`config.mk`:
```
export PLATFORM = sky130hd
export DESIGN_NAME = pcs_rx_top
export DESIGN_NICKNAME = d
export VERILOG_FILES = /design/src/hw/pcs_block_pkg.sv /design/src/hw/pcs_sync_pkg.sv /design/src/hw/block_sync_if.sv /design/src/hw/block_aligner.sv /design/src/hw/block_sync_fsm.sv /design/src/hw/descrambler.sv /design/src/hw/pcs_rx_top.sv
export SDC_FILE = /design/constraint.sdc
export NUM_CORES = 1
export LEC_CHECK = 0
export ABC_AREA = 1
export ABC_CLOCK_PERIOD_IN_PS = 5500
export BUFFER_PORTS_ARGS = -buffer_cell sky130_fd_sc_hd__clkbuf_2
export CELL_PAD_IN_SITES_DETAIL_PLACEMENT = 0
export CELL_PAD_IN_SITES_GLOBAL_PLACEMENT = 1
export CORE_MARGIN = 1
export CORE_UTILIZATION = 35
export DETAILED_ROUTE_END_ITERATION = 10
export PLACE_DENSITY = 0.64
export SLEW_MARGIN = 30
export SYNTH_ARGS = -nofsm -noshare
export SYNTH_HDL_FRONTEND = slang
export SYNTH_SLANG_ARGS = --single-unit
```
`constraint.sdc`:
```
create_clock -name i_clock -period 5.5 [get_ports i_clock]
set_input_delay 0.275 -clock i_clock [delete_from_list [all_inputs] [get_ports i_clock]]
set_output_delay 0.275 -clock i_clock [all_outputs]
set_load 0.01 [all_outputs]
```
`src/hw/pcs_block_pkg.sv`:
```
// 64b/66b block format: widths, sync header codes and the two views of a coded block
`default_nettype none

package pcs_block_pkg;

    parameter int NB_CODED_BLOCK = 66;                     // sync header + payload
    parameter int NB_PAYLOAD     = 64;
    parameter int NB_SH          = 2;
    parameter int NB_INDEX       = $clog2(NB_CODED_BLOCK); // 7 bits, offsets 0..65
    parameter int NB_BLOCK_TYPE  = 8;                      // first payload byte of a ctrl block
    parameter int NB_CTRL_BODY   = NB_PAYLOAD - NB_BLOCK_TYPE;

    // only these two headers are legal, 00 and 11 are header errors
    parameter logic [NB_SH-1:0] SH_DATA = 2'b01;
    parameter logic [NB_SH-1:0] SH_CTRL = 2'b10;

    typedef struct packed {
        logic [NB_SH-1:0]      sh;
        logic [NB_PAYLOAD-1:0] payload;
    } data_block_s;

    typedef struct packed {
        logic [NB_SH-1:0]         sh;
        logic [NB_BLOCK_TYPE-1:0] block_type;
        logic [NB_CTRL_BODY-1:0]  body;
    } ctrl_block_s;

    // same 66 bits, read as data or as control depending on sh
    typedef union packed {
        data_block_s data;
        ctrl_block_s ctrl;
    } coded_block_u;

endpackage

`default_nettype wire

```
`src/hw/pcs_sync_pkg.sv`:
```
// block lock control sizing: window and invalid header bounds and counter widths
`default_nettype none

package pcs_sync_pkg;

    // upper bound of the unlocked and locked timer windows
    parameter int MAX_WINDOW     = 4096;

    // upper bound of the invalid header limit while locked
    parameter int MAX_INVALID_SH = MAX_WINDOW / 2;

    // widths of the limit inputs and the counters behind them
    parameter int NB_WINDOW_CNT  = $clog2(MAX_WINDOW);     // 12 bits
    parameter int NB_INVALID_CNT = $clog2(MAX_INVALID_SH); // 11 bits

endpackage

`default_nettype wire

```
`src/hw/block_sync_if.sv`:
```
// aligner to lock FSM link: header check result one way, offsets and lock the other
`timescale 1ns/100ps
`default_nettype none

interface block_sync_if
(
    input logic valid,     // copy of the word strobe
    input logic signal_ok  // copy of the PMA signal detect
);
    import pcs_block_pkg::*;

    logic                sh_valid;     // header at search_index is 01 or 10, combinational
    logic [NB_INDEX-1:0] search_index; // offset under test
    logic [NB_INDEX-1:0] block_index;  // offset used for the block shift
    logic                block_lock;

    // aligner computes the header check and shifts with the offsets
    modport aligner (input valid, input signal_ok, output sh_valid,
                     input search_index, input block_index, input block_lock);

    // FSM owns the offsets and the lock flag
    modport fsm (input valid, input signal_ok, input sh_valid,
                 output search_index, output block_index, output block_lock);

endinterface

`default_nettype wire

```
`src/hw/block_aligner.sv`:
```
// block aligner: joins current and previous word, tests the header, shifts out the block
`timescale 1ns/100ps
`default_nettype none

module block_aligner
(
    input  logic                                  i_clock,
    input  logic                                  i_rst_n,
    input  logic                                  i_valid,     // new word this cycle
    input  logic                                  i_signal_ok,
    input  logic [pcs_block_pkg::NB_CODED_BLOCK-1:0] i_data,
    block_sync_if.aligner                         sync,
    output logic [pcs_block_pkg::NB_CODED_BLOCK-1:0] o_block,
    output logic                                  o_block_valid
);
    import pcs_block_pkg::*;

    localparam int NB_EXT = 2 * NB_CODED_BLOCK; // 132 bit extension

    logic [NB_CODED_BLOCK-1:0] data_prev;    // last valid word
    logic [NB_EXT-1:0]         data_ext;
    logic [NB_CODED_BLOCK-1:0] data_shifted; // block at the locked offset

    // bits arrive lsb first, so the older word sits in the low half
    // offset k takes cur[65-k:0] on top of prev[65:66-k]
    assign data_ext = {i_data, data_prev};

    // header is the top two bits of the window at the search offset
    assign sync.sh_valid = ^data_ext[(NB_EXT - 1 - int'(sync.search_index)) -: NB_SH];

    assign data_shifted = data_ext[(NB_EXT - 1 - int'(sync.block_index)) -: NB_CODED_BLOCK];

    always_ff @(posedge i_clock)
    begin
        if (!i_rst_n || !i_signal_ok)
        begin
            data_prev <= '0; // signal loss drops the partial block too
        end
        else if (i_valid)
        begin
            data_prev <= i_data;
        end
    end

    // strobe only while locked, one cycle after the word
    always_ff @(posedge i_clock)
    begin
        if (!i_rst_n)
        begin
            o_block_valid <= 1'b0;
        end
        else
        begin
            o_block_valid <= i_valid & sync.block_lock;
        end
    end

    always_ff @(posedge i_clock)
    begin
        if (i_valid)
        begin
            o_block <= data_shifted; // held until the next word
        end
    end

endmodule

`default_nettype wire

```
`src/hw/block_sync_fsm.sv`:
```
// block lock FSM: slips the search offset until headers hold, then watches for header errors
`timescale 1ns/100ps
`default_nettype none

module block_sync_fsm
#(
    parameter int P_MAX_WINDOW     = pcs_sync_pkg::MAX_WINDOW,
    parameter int P_MAX_INVALID_SH = pcs_sync_pkg::MAX_INVALID_SH
)
(
    input  logic                                  i_clock,
    input  logic                                  i_rst_n,
    input  logic                                  i_valid,
    input  logic                                  i_signal_ok,
    input  logic [pcs_sync_pkg::NB_WINDOW_CNT-1:0]  i_unlocked_timer_limit, // good headers to lock
    input  logic [pcs_sync_pkg::NB_WINDOW_CNT-1:0]  i_locked_timer_limit,   // locked window length
    input  logic [pcs_sync_pkg::NB_INVALID_CNT-1:0] i_sh_invalid_limit,     // bad headers to unlock
    block_sync_if.fsm                             sync
);
    import pcs_block_pkg::*;

    localparam int NB_WIN = $clog2(P_MAX_WINDOW);
    localparam int NB_INV = $clog2(P_MAX_INVALID_SH);

    localparam logic [NB_INDEX-1:0] MAX_INDEX = NB_INDEX'(NB_CODED_BLOCK - 1); // 65

    localparam logic ST_UNLOCKED = 1'b0;
    localparam logic ST_LOCKED   = 1'b1;

    logic                state;        // doubles as the lock flag
    logic [NB_WIN-1:0]   win_cnt;      // good headers while unlocked, valid words while locked
    logic [NB_INV-1:0]   inv_cnt;      // bad headers in the current locked window
    logic [NB_WIN-1:0]   win_next;
    logic [NB_INV-1:0]   inv_next;
    logic [NB_INDEX-1:0] search_index;
    logic [NB_INDEX-1:0] block_index;
    logic                unlock_done;  // enough good headers in a row
    logic                window_done;  // end of the locked window
    logic                too_many_bad;

    assign win_next = win_cnt + 1'b1;
    // saturate, a window can be longer than the bad count can hold
    assign inv_next = (!sync.sh_valid && (inv_cnt != '1)) ? inv_cnt + 1'b1 : inv_cnt;

    assign unlock_done  = win_next >= NB_WIN'(i_unlocked_timer_limit);
    assign window_done  = win_next >= NB_WIN'(i_locked_timer_limit);
    assign too_many_bad = inv_next >= NB_INV'(i_sh_invalid_limit); // counts this word's header too

    always_ff @(posedge i_clock)
    begin
        if (!i_rst_n || !i_signal_ok)
        begin
            state        <= ST_UNLOCKED; // signal loss acts like a reset
            win_cnt      <= '0;
            inv_cnt      <= '0;
            search_index <= '0;
            block_index  <= '0;
        end
        else if (i_valid)
        begin
            case (state)
                ST_UNLOCKED :
                begin
                    if (sync.sh_valid)
                    begin
                        if (unlock_done)
                        begin
                            state       <= ST_LOCKED;
                            block_index <= search_index; // freeze the winning offset
                            win_cnt     <= '0;
                            inv_cnt     <= '0;
                        end
                        else
                        begin
                            win_cnt <= win_next;
                        end
                    end
                    else
                    begin
                        win_cnt      <= '0; // slip one bit and start over
                        search_index <= (search_index == MAX_INDEX) ? '0 : search_index + 1'b1;
                    end
                end
                default :
                begin
                    search_index <= block_index;
                    if (window_done)
                    begin
                        win_cnt <= '0;
                        inv_cnt <= '0;
                        if (too_many_bad)
                        begin
                            state <= ST_UNLOCKED; // search resumes at the same offset
                        end
                    end
                    else
                    begin
                        win_cnt <= win_next;
                        inv_cnt <= inv_next;
                    end
                end
            endcase
        end
    end

    assign sync.search_index = search_index;
    assign sync.block_index  = block_index;
    assign sync.block_lock   = state;

endmodule

`default_nettype wire

```
`src/hw/descrambler.sv`:
```
// self-synchronizing descrambler 1 + x^39 + x^58 over the payload, header passes through
`timescale 1ns/100ps
`default_nettype none

module descrambler
(
    input  logic                                  i_clock,
    input  logic                                  i_rst_n,
    input  logic                                  i_valid,
    input  logic [pcs_block_pkg::NB_CODED_BLOCK-1:0] i_block,
    output logic [pcs_block_pkg::NB_CODED_BLOCK-1:0] o_block,
    output logic                                  o_valid,
    output logic                                  o_is_control
);
    import pcs_block_pkg::*;

    localparam int NB_SCR_STATE = 58; // highest tap
    localparam int TAP_A        = 39;
    localparam int NB_SEQ       = NB_SCR_STATE + NB_PAYLOAD;

    coded_block_u           blk_in;
    coded_block_u           blk_out;
    logic [NB_SCR_STATE-1:0] scr_hist;     // last 58 scrambled bits, bit 0 oldest
    logic [NB_SEQ-1:0]       scr_seq;      // history then payload, in arrival order
    logic [NB_PAYLOAD-1:0]   payload_clear;

    assign blk_in  = i_block;
    assign scr_seq = {blk_in.data.payload, scr_hist};

    // payload bit i sits at seq[i+58], taps 39 and 58 bits back
    always_comb
    begin
        for (int i = 0; i < NB_PAYLOAD; i++)
        begin
            payload_clear[i] = scr_seq[i + NB_SCR_STATE]
                             ^ scr_seq[i + NB_SCR_STATE - TAP_A]
                             ^ scr_seq[i];
        end
    end

    always_ff @(posedge i_clock)
    begin
        if (i_valid)
        begin
            blk_out.data.sh      <= blk_in.data.sh;
            blk_out.data.payload <= payload_clear;
            scr_hist             <= scr_seq[NB_SEQ-1 -: NB_SCR_STATE]; // keeps received bits
            o_is_control         <= (blk_in.data.sh == SH_CTRL);
        end
    end

    always_ff @(posedge i_clock)
    begin
        if (!i_rst_n)
            o_valid <= 1'b0;
        else
            o_valid <= i_valid;
    end

    assign o_block = blk_out;

endmodule

`default_nettype wire

```
`src/hw/pcs_rx_top.sv`:
```
// 64b/66b receive path: block aligner, lock FSM and descrambler
`timescale 1ns/100ps
`default_nettype none

module pcs_rx_top
#(
    parameter int P_MAX_WINDOW     = pcs_sync_pkg::MAX_WINDOW,
    parameter int P_MAX_INVALID_SH = pcs_sync_pkg::MAX_INVALID_SH
)
(
    input  logic                                  i_clock,
    input  logic                                  i_rst_n,
    input  logic                                  i_valid,   // word strobe from the SERDES side
    input  logic                                  i_signal_ok,
    input  logic [pcs_block_pkg::NB_CODED_BLOCK-1:0] i_data,
    input  logic [pcs_sync_pkg::NB_WINDOW_CNT-1:0]  i_unlocked_timer_limit,
    input  logic [pcs_sync_pkg::NB_WINDOW_CNT-1:0]  i_locked_timer_limit,
    input  logic [pcs_sync_pkg::NB_INVALID_CNT-1:0] i_sh_invalid_limit,
    output logic [pcs_block_pkg::NB_CODED_BLOCK-1:0] o_data,  // descrambled block
    output logic                                  o_valid,   // two cycles after i_valid
    output logic                                  o_is_control,
    output logic                                  o_block_lock
);
    import pcs_block_pkg::*;

    logic [NB_CODED_BLOCK-1:0] aligned_block;
    logic                      aligned_valid;

    block_sync_if sync (.valid(i_valid), .signal_ok(i_signal_ok));

    block_aligner u_block_aligner
    (
        .i_clock      (i_clock),
        .i_rst_n      (i_rst_n),
        .i_valid      (i_valid),
        .i_signal_ok  (i_signal_ok),
        .i_data       (i_data),
        .sync         (sync.aligner),
        .o_block      (aligned_block),
        .o_block_valid(aligned_valid)
    );

    block_sync_fsm
    #(
        .P_MAX_WINDOW    (P_MAX_WINDOW),
        .P_MAX_INVALID_SH(P_MAX_INVALID_SH)
    )
    u_block_sync_fsm
    (
        .i_clock               (i_clock),
        .i_rst_n               (i_rst_n),
        .i_valid               (i_valid),
        .i_signal_ok           (i_signal_ok),
        .i_unlocked_timer_limit(i_unlocked_timer_limit),
        .i_locked_timer_limit  (i_locked_timer_limit),
        .i_sh_invalid_limit    (i_sh_invalid_limit),
        .sync                  (sync.fsm)
    );

    descrambler u_descrambler
    (
        .i_clock     (i_clock),
        .i_rst_n     (i_rst_n),
        .i_valid     (aligned_valid), // only locked blocks get here
        .i_block     (aligned_block),
        .o_block     (o_data),
        .o_valid     (o_valid),
        .o_is_control(o_is_control)
    );

    assign o_block_lock = sync.block_lock;

endmodule

`default_nettype wire

```
==> flow_metrics.env, run 1 <==
export IMPL_grt_pass1_wl_um=153000
export IMPL_route_met2_wl_um=45200
export IMPL_min_period_over_period_pct=83.5
export IMPL_skew_ns=0.0302
export IMPL_design_die_area_um2=70500
export IMPL_rows=96
export IMPL_synth_main_ff_cell="edfxtp_1"
export IMPL_clock_fmax_ghz=0.218
export IMPL_cts_buffer_depth=3
export IMPL_fin_nets=3762
export IMPL_die_w_um=265
export IMPL_drt_wl_total_um=105000
export IMPL_grt_pass1_vias=23100
export IMPL_worst_slack_ns=0.908
export IMPL_drv_cap=0
export IMPL_postSynthCellCount=3582
export IMPL_setup_viol=0
export IMPL_crit_path_max_incr_delay_ns=0.72
export IMPL_fillCellCount=7287
export IMPL_synth_cell_type_count=48
export IMPL_cts_tree="done"
export IMPL_gp_congestion=0.928
export IMPL_drt_met1_wl_um=47900
export IMPL_worst_slew_pin_slew_ns=1.10
export IMPL_ys_seq_area_share_pct=32.3
export IMPL_worst_ir_drop_vdd_uv=438
export IMPL_drt_pass1_iterations=6
export IMPL_drive_gt1_share_pct=10.4
export IMPL_syn_cell_area_um2=24300
export IMPL_design_area_um2=27200
export IMPL_cp_top_family="simple AND/OR/NAND/NOR gates"
export IMPL_drc=0
export IMPL_ys_ff_latch=297
export IMPL_cp_slowest_cell="dfxtp_4"
export IMPL_numClockSinks=297
export IMPL_slew_headroom_pct=26.2
export IMPL_wl_met3_um=8310
export IMPL_ys_async_sr_fraction_pct=0
export IMPL_hpwl_um=81300
export IMPL_clk_pin_slew_ns=0.06
export IMPL_io_pins=174
export IMPL_vias=25000
export IMPL_crit_fanout=60
export IMPL_multi_input_area_um2=14400
export IMPL_utilization_pct=39.6
export IMPL_die_y_um=265
export IMPL_numCtsBuffers=37
export IMPL_yosysWarnings=0
export IMPL_synth_edff_count=191
export IMPL_placed_cell_area_um2=25900
export IMPL_r2r_slack_ns=0.91
export IMPL_wl_per_cell_um=22.9
export IMPL_fin_crit_ns=4.59
export IMPL_core_area_um2=68600
export IMPL_finalHoldViolCount=0
export IMPL_synth_nets=3729
export IMPL_end_kind="register"
export IMPL_cts_root_buf="clkbuf_16"
export IMPL_port_buffers=173
export IMPL_clock_latency_ns=0.58
export IMPL_cp_common_cell="nand2_1"
export IMPL_critPathRequiredTime_ns=5.98
export IMPL_finalMaxSlewViolations=0
export IMPL_seq_area_um2=7880
export IMPL_viasPerCell=5.45
export IMPL_whs_ns=0.0377
export IMPL_tns_ns=0
export IMPL_grt_use_total_pct=29.2
export IMPL_area_growth_pct=11.8
export IMPL_grt_max_degree=116
export IMPL_initial_core_util_pct=35.4
export IMPL_status="finished, final reports clean"
export IMPL_start_kind="register"
export IMPL_critPathBufInv=1
export IMPL_rsz0062_at_grt="no"
export IMPL_power_density_nw_per_um2=363
export IMPL_grt_overflow=0
export IMPL_antenna_left=0
export IMPL_holdCritPathClass="input pin to register"
export IMPL_p_leak_uw=0.0113
export IMPL_post_cts_buffers=0
export IMPL_highest_layer="met5"
export IMPL_drtIter0Drc=2473
export IMPL_preCtsSetupSlack_ns=0.926
export IMPL_cp_arrival_ns=5.07
export IMPL_htreeDepth=2
export IMPL_criticalPathCategory="register to register"
export IMPL_synth_area_per_cell_um2=6.78
export IMPL_antenna_found_initial=6
-- metrics by stage --
stage | cells | total power, µW
global placement | 4503 | 7410
global route | 4575 | 10600
detailed placement | 4503 | 7400
floorplan | 3582 | 6040
finish | 4577 | 9850
CTS | 4574 | 9910
-- cell usage after synthesis (5+ instances only) --
cell | number | area share (%)
buf_2 | 69 | 1.4
buf_6 | 6 | 0.28
clkbuf_1 | 116 | 1.8
o21a_1 | 32 | 0.99
xor2_1 | 21 | 0.76
nand3_1 | 222 | 4.6
nor2_1 | 107 | 1.7
a31o_2 | 5 | 0.18
a31oi_1 | 15 | 0.39
a22oi_1 | 7 | 0.22
and2_1 | 8 | 0.21
a22o_1 | 20 | 0.72
o211ai_1 | 17 | 0.53
nand2_1 | 1144 | 18
inv_2 | 13 | 0.20
o22ai_1 | 20 | 0.51
mux2i_1 | 132 | 5.4
a21oi_1 | 161 | 3.3
ha_1 | 42 | 2.2
nand4_1 | 41 | 1.1
dfxtp_1 | 106 | 8.7
buf_1 | 47 | 0.73
xnor2_1 | 130 | 4.7
nor3_1 | 15 | 0.31
or2_2 | 43 | 1.1
inv_1 | 242 | 3.7
buf_4 | 7 | 0.22
o21ai_0 | 568 | 12
edfxtp_1 | 191 | 24
nand2_2 | 5 | 0.13
-- power breakdown --
group	internal (µW)	switching, µW
logic	1530	3230
registers	2460	153
clock network	1440	1030
-- final cells by class --
cell class,instances,area share (%)
Multi-Input combinational cell,2782,53.2
Sequential cell,297,29.0
Timing Repair Buffer,240,5.51
Tap cell,931,4.29
Inverter,257,3.58
Clock buffer,42,3.48
Clock inverter,26,0.967
Antenna cell,2,0.0184
-- routing by layer --
layer  GRT usage, %  up-vias
met3           5.75      133
met4           9.06        4
met5              0        -
li1               -    12100
met2           44.5     1002
met1           41.3    11800
-- final timing paths --
path / depth (start not counted) / startpoint / to
min reg2reg: 0 / u_block_aligner.o_block[36]$_DFFE_PP_ / u_descrambler.scr_hist[30]$_DFFE_PP_
max: 29 / u_block_sync_fsm.sync.search_index[0]$_SDFFE_PP0P_ / u_block_sync_fsm.sync.block_lock$_SDFFE_PP0P_
max reg2reg: 29 / u_block_sync_fsm.sync.search_index[0]$_SDFFE_PP0P_ / u_block_sync_fsm.sync.block_lock$_SDFFE_PP0P_
min: 3 / i_data[56] / u_block_aligner.data_prev[56]$_SDFFE_PP0P_
-- layout by cell type, fill, tap and decap left out, types with 4 or more instances in the layout --
| cell | instances |
|---|---|
| xor2_1 | 20 |
| nand2_2 | 5 |
| mux2i_1 | 132 |
| nor3_1 | 14 |
| nand2_1 | 1144 |
| clkbuf_2 | 172 |
| a22oi_1 | 7 |
| clkinv_2 | 8 |
| nand3_1 | 222 |
| xnor2_1 | 129 |
| o21ai_0 | 566 |
| o211ai_1 | 17 |
| buf_4 | 54 |
| dfxtp_4 | 5 |
| clkbuf_1 | 5 |
| inv_6 | 5 |
| dfxtp_1 | 101 |
| o21a_1 | 32 |
| o221ai_1 | 4 |
| edfxtp_1 | 191 |
| buf_12 | 7 |
| clkbuf_16 | 37 |
| a22o_1 | 20 |
| a31oi_1 | 15 |
| a31o_2 | 5 |
| o22ai_1 | 20 |
| or2_2 | 43 |
| clkinv_1 | 11 |
| ha_1 | 41 |
| nand4_1 | 41 |
| and2_1 | 8 |
| o21ai_1 | 6 |
| nor2_1 | 104 |
| a21oi_1 | 161 |
| inv_1 | 239 |
| inv_2 | 11 |
| bufinv_16 | 4 |
-- registers in the layout, summed over array words and instances (netlist names) --
signal	flops
u_block_aligner.o_block_valid	1
u_block_sync_fsm.sync.block_index	7
u_block_aligner.data_prev	66
u_block_sync_fsm.win_cnt	12
u_descrambler.scr_hist	58
u_block_aligner.o_block	66
u_descrambler.o_block	66
u_descrambler.o_valid	1
u_block_sync_fsm.sync.block_lock	1
u_block_sync_fsm.sync.search_index	7
u_descrambler.o_is_control	1
u_block_sync_fsm.inv_cnt	11
-- tightest hold or removal path, delay by kind of cell --
family                 cells  cell delay, ns
AOI/OAI and AO/OA          1            0.08
buffers and inverters      2            0.19
-- logic make-up after synthesis --
| family | synth area share (%) |
|---|---|
| buf+inv | 8.42 |
| fa+ha+maj | 2.16 |
| mux | 5.44 |
| compound gates | 19.1 |
| flops | 32.3 |
| simple gates | 27.0 |
| xor+xnor | 5.51 |
-- timing repair --
item	in CTS	in global routing
gates resized for setup	0	0
endpoints found under the hold margin	4	0
hold buffers	3	0
Power figures use the tool's default switching activity.
==> run 2, diff against run 1 <==
Settings changed: ABC_AREA 1 to 0, ABC_CLOCK_PERIOD_IN_PS 5500 to 3850, PLACE_DENSITY 0.64 to 0.62.
Clock period 5.5 ns to 3.85 ns, I/O delays scaled along.
==> flow_metrics.env, run 2 <==
export IMPL_status="finished, violations left"
export IMPL_drt_pass1_iterations=5
export IMPL_tns_ns=-0.501
export IMPL_synth_edff_count=191
export IMPL_grt_pass1_wl_um=139000
export IMPL_grt_use_total_pct=27.8
export IMPL_grt_overflow=0
export IMPL_layout_common_cells="nand2_1, nor2_1, buf_4"
export IMPL_finalHoldViolCount=0
export IMPL_die_y_um=262
export IMPL_io_pins=174
export IMPL_slew_headroom_pct=39.1
export IMPL_worst_ir_drop_vdd_uv=325
export IMPL_drive_gt1_share_pct=28.0
export IMPL_yosys_top_cells_area="edfxtp_1, mux4_2, mux2i_1"
export IMPL_rows=94
export IMPL_drtIter0Drc=1941
export IMPL_die_w_um=262
export IMPL_antenna_found_initial=2
export IMPL_violations="negative setup slack"
export IMPL_end_kind="register"
export IMPL_design_die_area_um2=68600
export IMPL_hpwl_um=78100
export IMPL_yosysWarnings=0
export IMPL_synth_nets=2578
export IMPL_drt_wl_total_um=96000
export IMPL_syn_cell_area_um2=23600
export IMPL_skew_ns=0.0132
export IMPL_final_common_cell="nand2_1"
export IMPL_crit_fanout=10
export IMPL_cts_buffer_depth=3
export IMPL_drv_cap=0
export IMPL_cp_arrival_ns=4.82
export IMPL_finalMaxSlewViolations=0
export IMPL_min_period_over_period_pct=113
export IMPL_stdcell_count=3661
export IMPL_initial_core_util_pct=35.6
export IMPL_port_buffers=173
export IMPL_core_area_um2=66300
export IMPL_wl_per_cell_um=26.2
export IMPL_synth_area_per_cell_um2=9.72
export IMPL_synthTopCellsByCount="nand2_1, nor2_1, mux2i_1"
export IMPL_numClockSinks=297
export IMPL_holdCritPathClass="input pin to register"
export IMPL_start_kind="register"
export IMPL_drc=0
export IMPL_ys_ff_latch=297
export IMPL_clock_fmax_ghz=0.230
export IMPL_criticalPathCategory="register to register"
export IMPL_whs_ns=0.0480
export IMPL_yosysTopAreaCellShare_pct=24.3
export IMPL_area_growth_pct=22.0
export IMPL_vias=21100
export IMPL_cts_tree="done"
export IMPL_synth_cell_type_count=68
export IMPL_numCtsBuffers=35
export IMPL_dp_cells=3586
export IMPL_ys_seq_area_share_pct=33.3
export IMPL_grt_max_degree=127
export IMPL_grt_pass1_vias=20700
export IMPL_top_regs="u_block_aligner.data_prev (66), u_block_aligner.o_block (66), u_descrambler.o_block (66)"
export IMPL_viasPerCell=5.75
export IMPL_setup_viol=1
export IMPL_antenna_left=0
export IMPL_critPathRequiredTime_ns=4.32
export IMPL_postSynthCellCount=2431
export IMPL_p_leak_uw=0.0118
export IMPL_synth_main_ff_cell="edfxtp_1"
export IMPL_worst_slew_pin_slew_ns=0.914
export IMPL_power_density_nw_per_um2=354
export IMPL_clock_latency_ns=0.55
export IMPL_worst_slack_ns=-0.501
export IMPL_cts_root_buf="clkbuf_16"
export IMPL_ys_async_sr_fraction_pct=0
export IMPL_gp_congestion=1.04
export IMPL_synth_top_area_cell="edfxtp_1"
export IMPL_rsz0062_at_grt="yes"
export IMPL_fin_nets=2918
export IMPL_synth_most_common_cell="nand2_1"
export IMPL_htreeDepth=2
export IMPL_fillCellCount=6514
export IMPL_fin_crit_ns=4.35
export IMPL_clk_pin_slew_ns=0.06
[run 2: cell types whose count changed in the layout (fill, tap and decap cells not counted), sizes merged, moves of 29 or more]
cell / before / now
a21oi: 161 / 81
buf: 65 / 314
inv: 259 / 50
mux2i: 132 / 232
mux4: 0 / 193
nand2: 1150 / 385
nand3: 224 / 24
nand4: 41 / 12
nor2: 109 / 304
o21ai: 572 / 174
o22ai: 20 / 49
or2: 43 / 3
[run 2: critical path, stage by stage (launching register included)]
cell	delay [ns]
dfxtp_4	0.41
or4_1	0.57
and2_1	0.21
a221oi_1	0.33
o21ai_0	0.15
a22oi_1	0.22
nand2_2	0.13
xnor2_4	0.32
nand2_2	0.11
mux2_4	0.32
ha_4	0.21
nor2b_1	0.12
o21a_1	0.17
o21a_1	0.16
o21a_1	0.16
o21a_1	0.16
o21ai_1	0.11
a21oi_1	0.08
nor2_1	0.10
a21oi_1	0.06
a31oi_1	0.16
[run 2: worst paths after layout]
kind	startpoint	end	slack, ns	depth (start not counted)
worst max register to register	u_block_sync_fsm.sync.search_index[2]$_SDFFE_PP0P_	u_block_sync_fsm.sync.block_lock$_SDFFE_PP0P_	-0.50	20
worst min register to register	u_block_aligner.o_block[65]$_DFFE_PP_	u_descrambler.o_block[65]$_DFFE_PP_	0.44	0
worst max-delay path	u_block_sync_fsm.sync.search_index[2]$_SDFFE_PP0P_	u_block_sync_fsm.sync.block_lock$_SDFFE_PP0P_	-0.50	20
worst min-delay path	i_data[62]	u_block_aligner.data_prev[62]$_SDFFE_PP0P_	0.05	4
[run 2: routing by layer]
layer | share of wire [%] | wire length, µm | vias up | global-route usage [%]
met4 | 4.7 | 4520 | 0 | 12.2
li1 | - | - | 9641 | -
met3 | 4.8 | 4580 | 154 | 2.79
met1 | 43 | 41700 | 10500 | 37.1
met5 | 0 | 0 | - | 0
met2 | 47 | 45200 | 806 | 45.6
[run 2: cells by family after synthesis]
group                      synth area share [%]
buffers and inverters                      4.27
adders and majority gates                  2.22
AOI/OAI and AO/OA                          11.6
muxes                                      28.7
DFF                                        33.3
xor gates and xnor gates                   6.38
and+or+nand+nor                            13.7
[run 2: where the power goes]
group / switching [µW] / internal [µW] / total (µW)
clock network: 1340 / 1840 / 3180
logic: 1760 / 1650 / 3410
registers: 116 / 3490 / 3600
[run 2: per-stage QoR]
stage	utilization (%)	instance area (µm²)	worst slack [ns]	power [µW]
after global placement	41.5	27500	-0.511	6920
after floorplan	-	23800	-0.564	5530
final	43.5	28800	-0.501	10200
after detailed placement	41.5	27500	-0.572	6950
after CTS	43.3	28700	-0.466	10200
after global routing	43.5	28800	-0.712	10600
[run 2: what timing repair did]
item / 4_1_cts / 5_1_grt
setup endpoints to repair: 4 / 9
gates cloned: 0 / 1
buffers inserted: 1 / 0
hold endpoints to repair: 11 / 0
hold buffers: 10 / 0
pin swaps: 0 / 0
resized for setup: 4 / 17
[run 2: final cells by class]
cell class,count,area (µm²),area share [%]
clock buffers,44,920,3.19
diodes,2,5.00,0.0174
repair buffers,497,3590,12.4
flip-flops and latches,297,7880,27.3
well taps,864,1080,3.75
multi-input cells,1888,15000,51.9
inverters,52,213,0.738
clock inverters,17,170,0.590
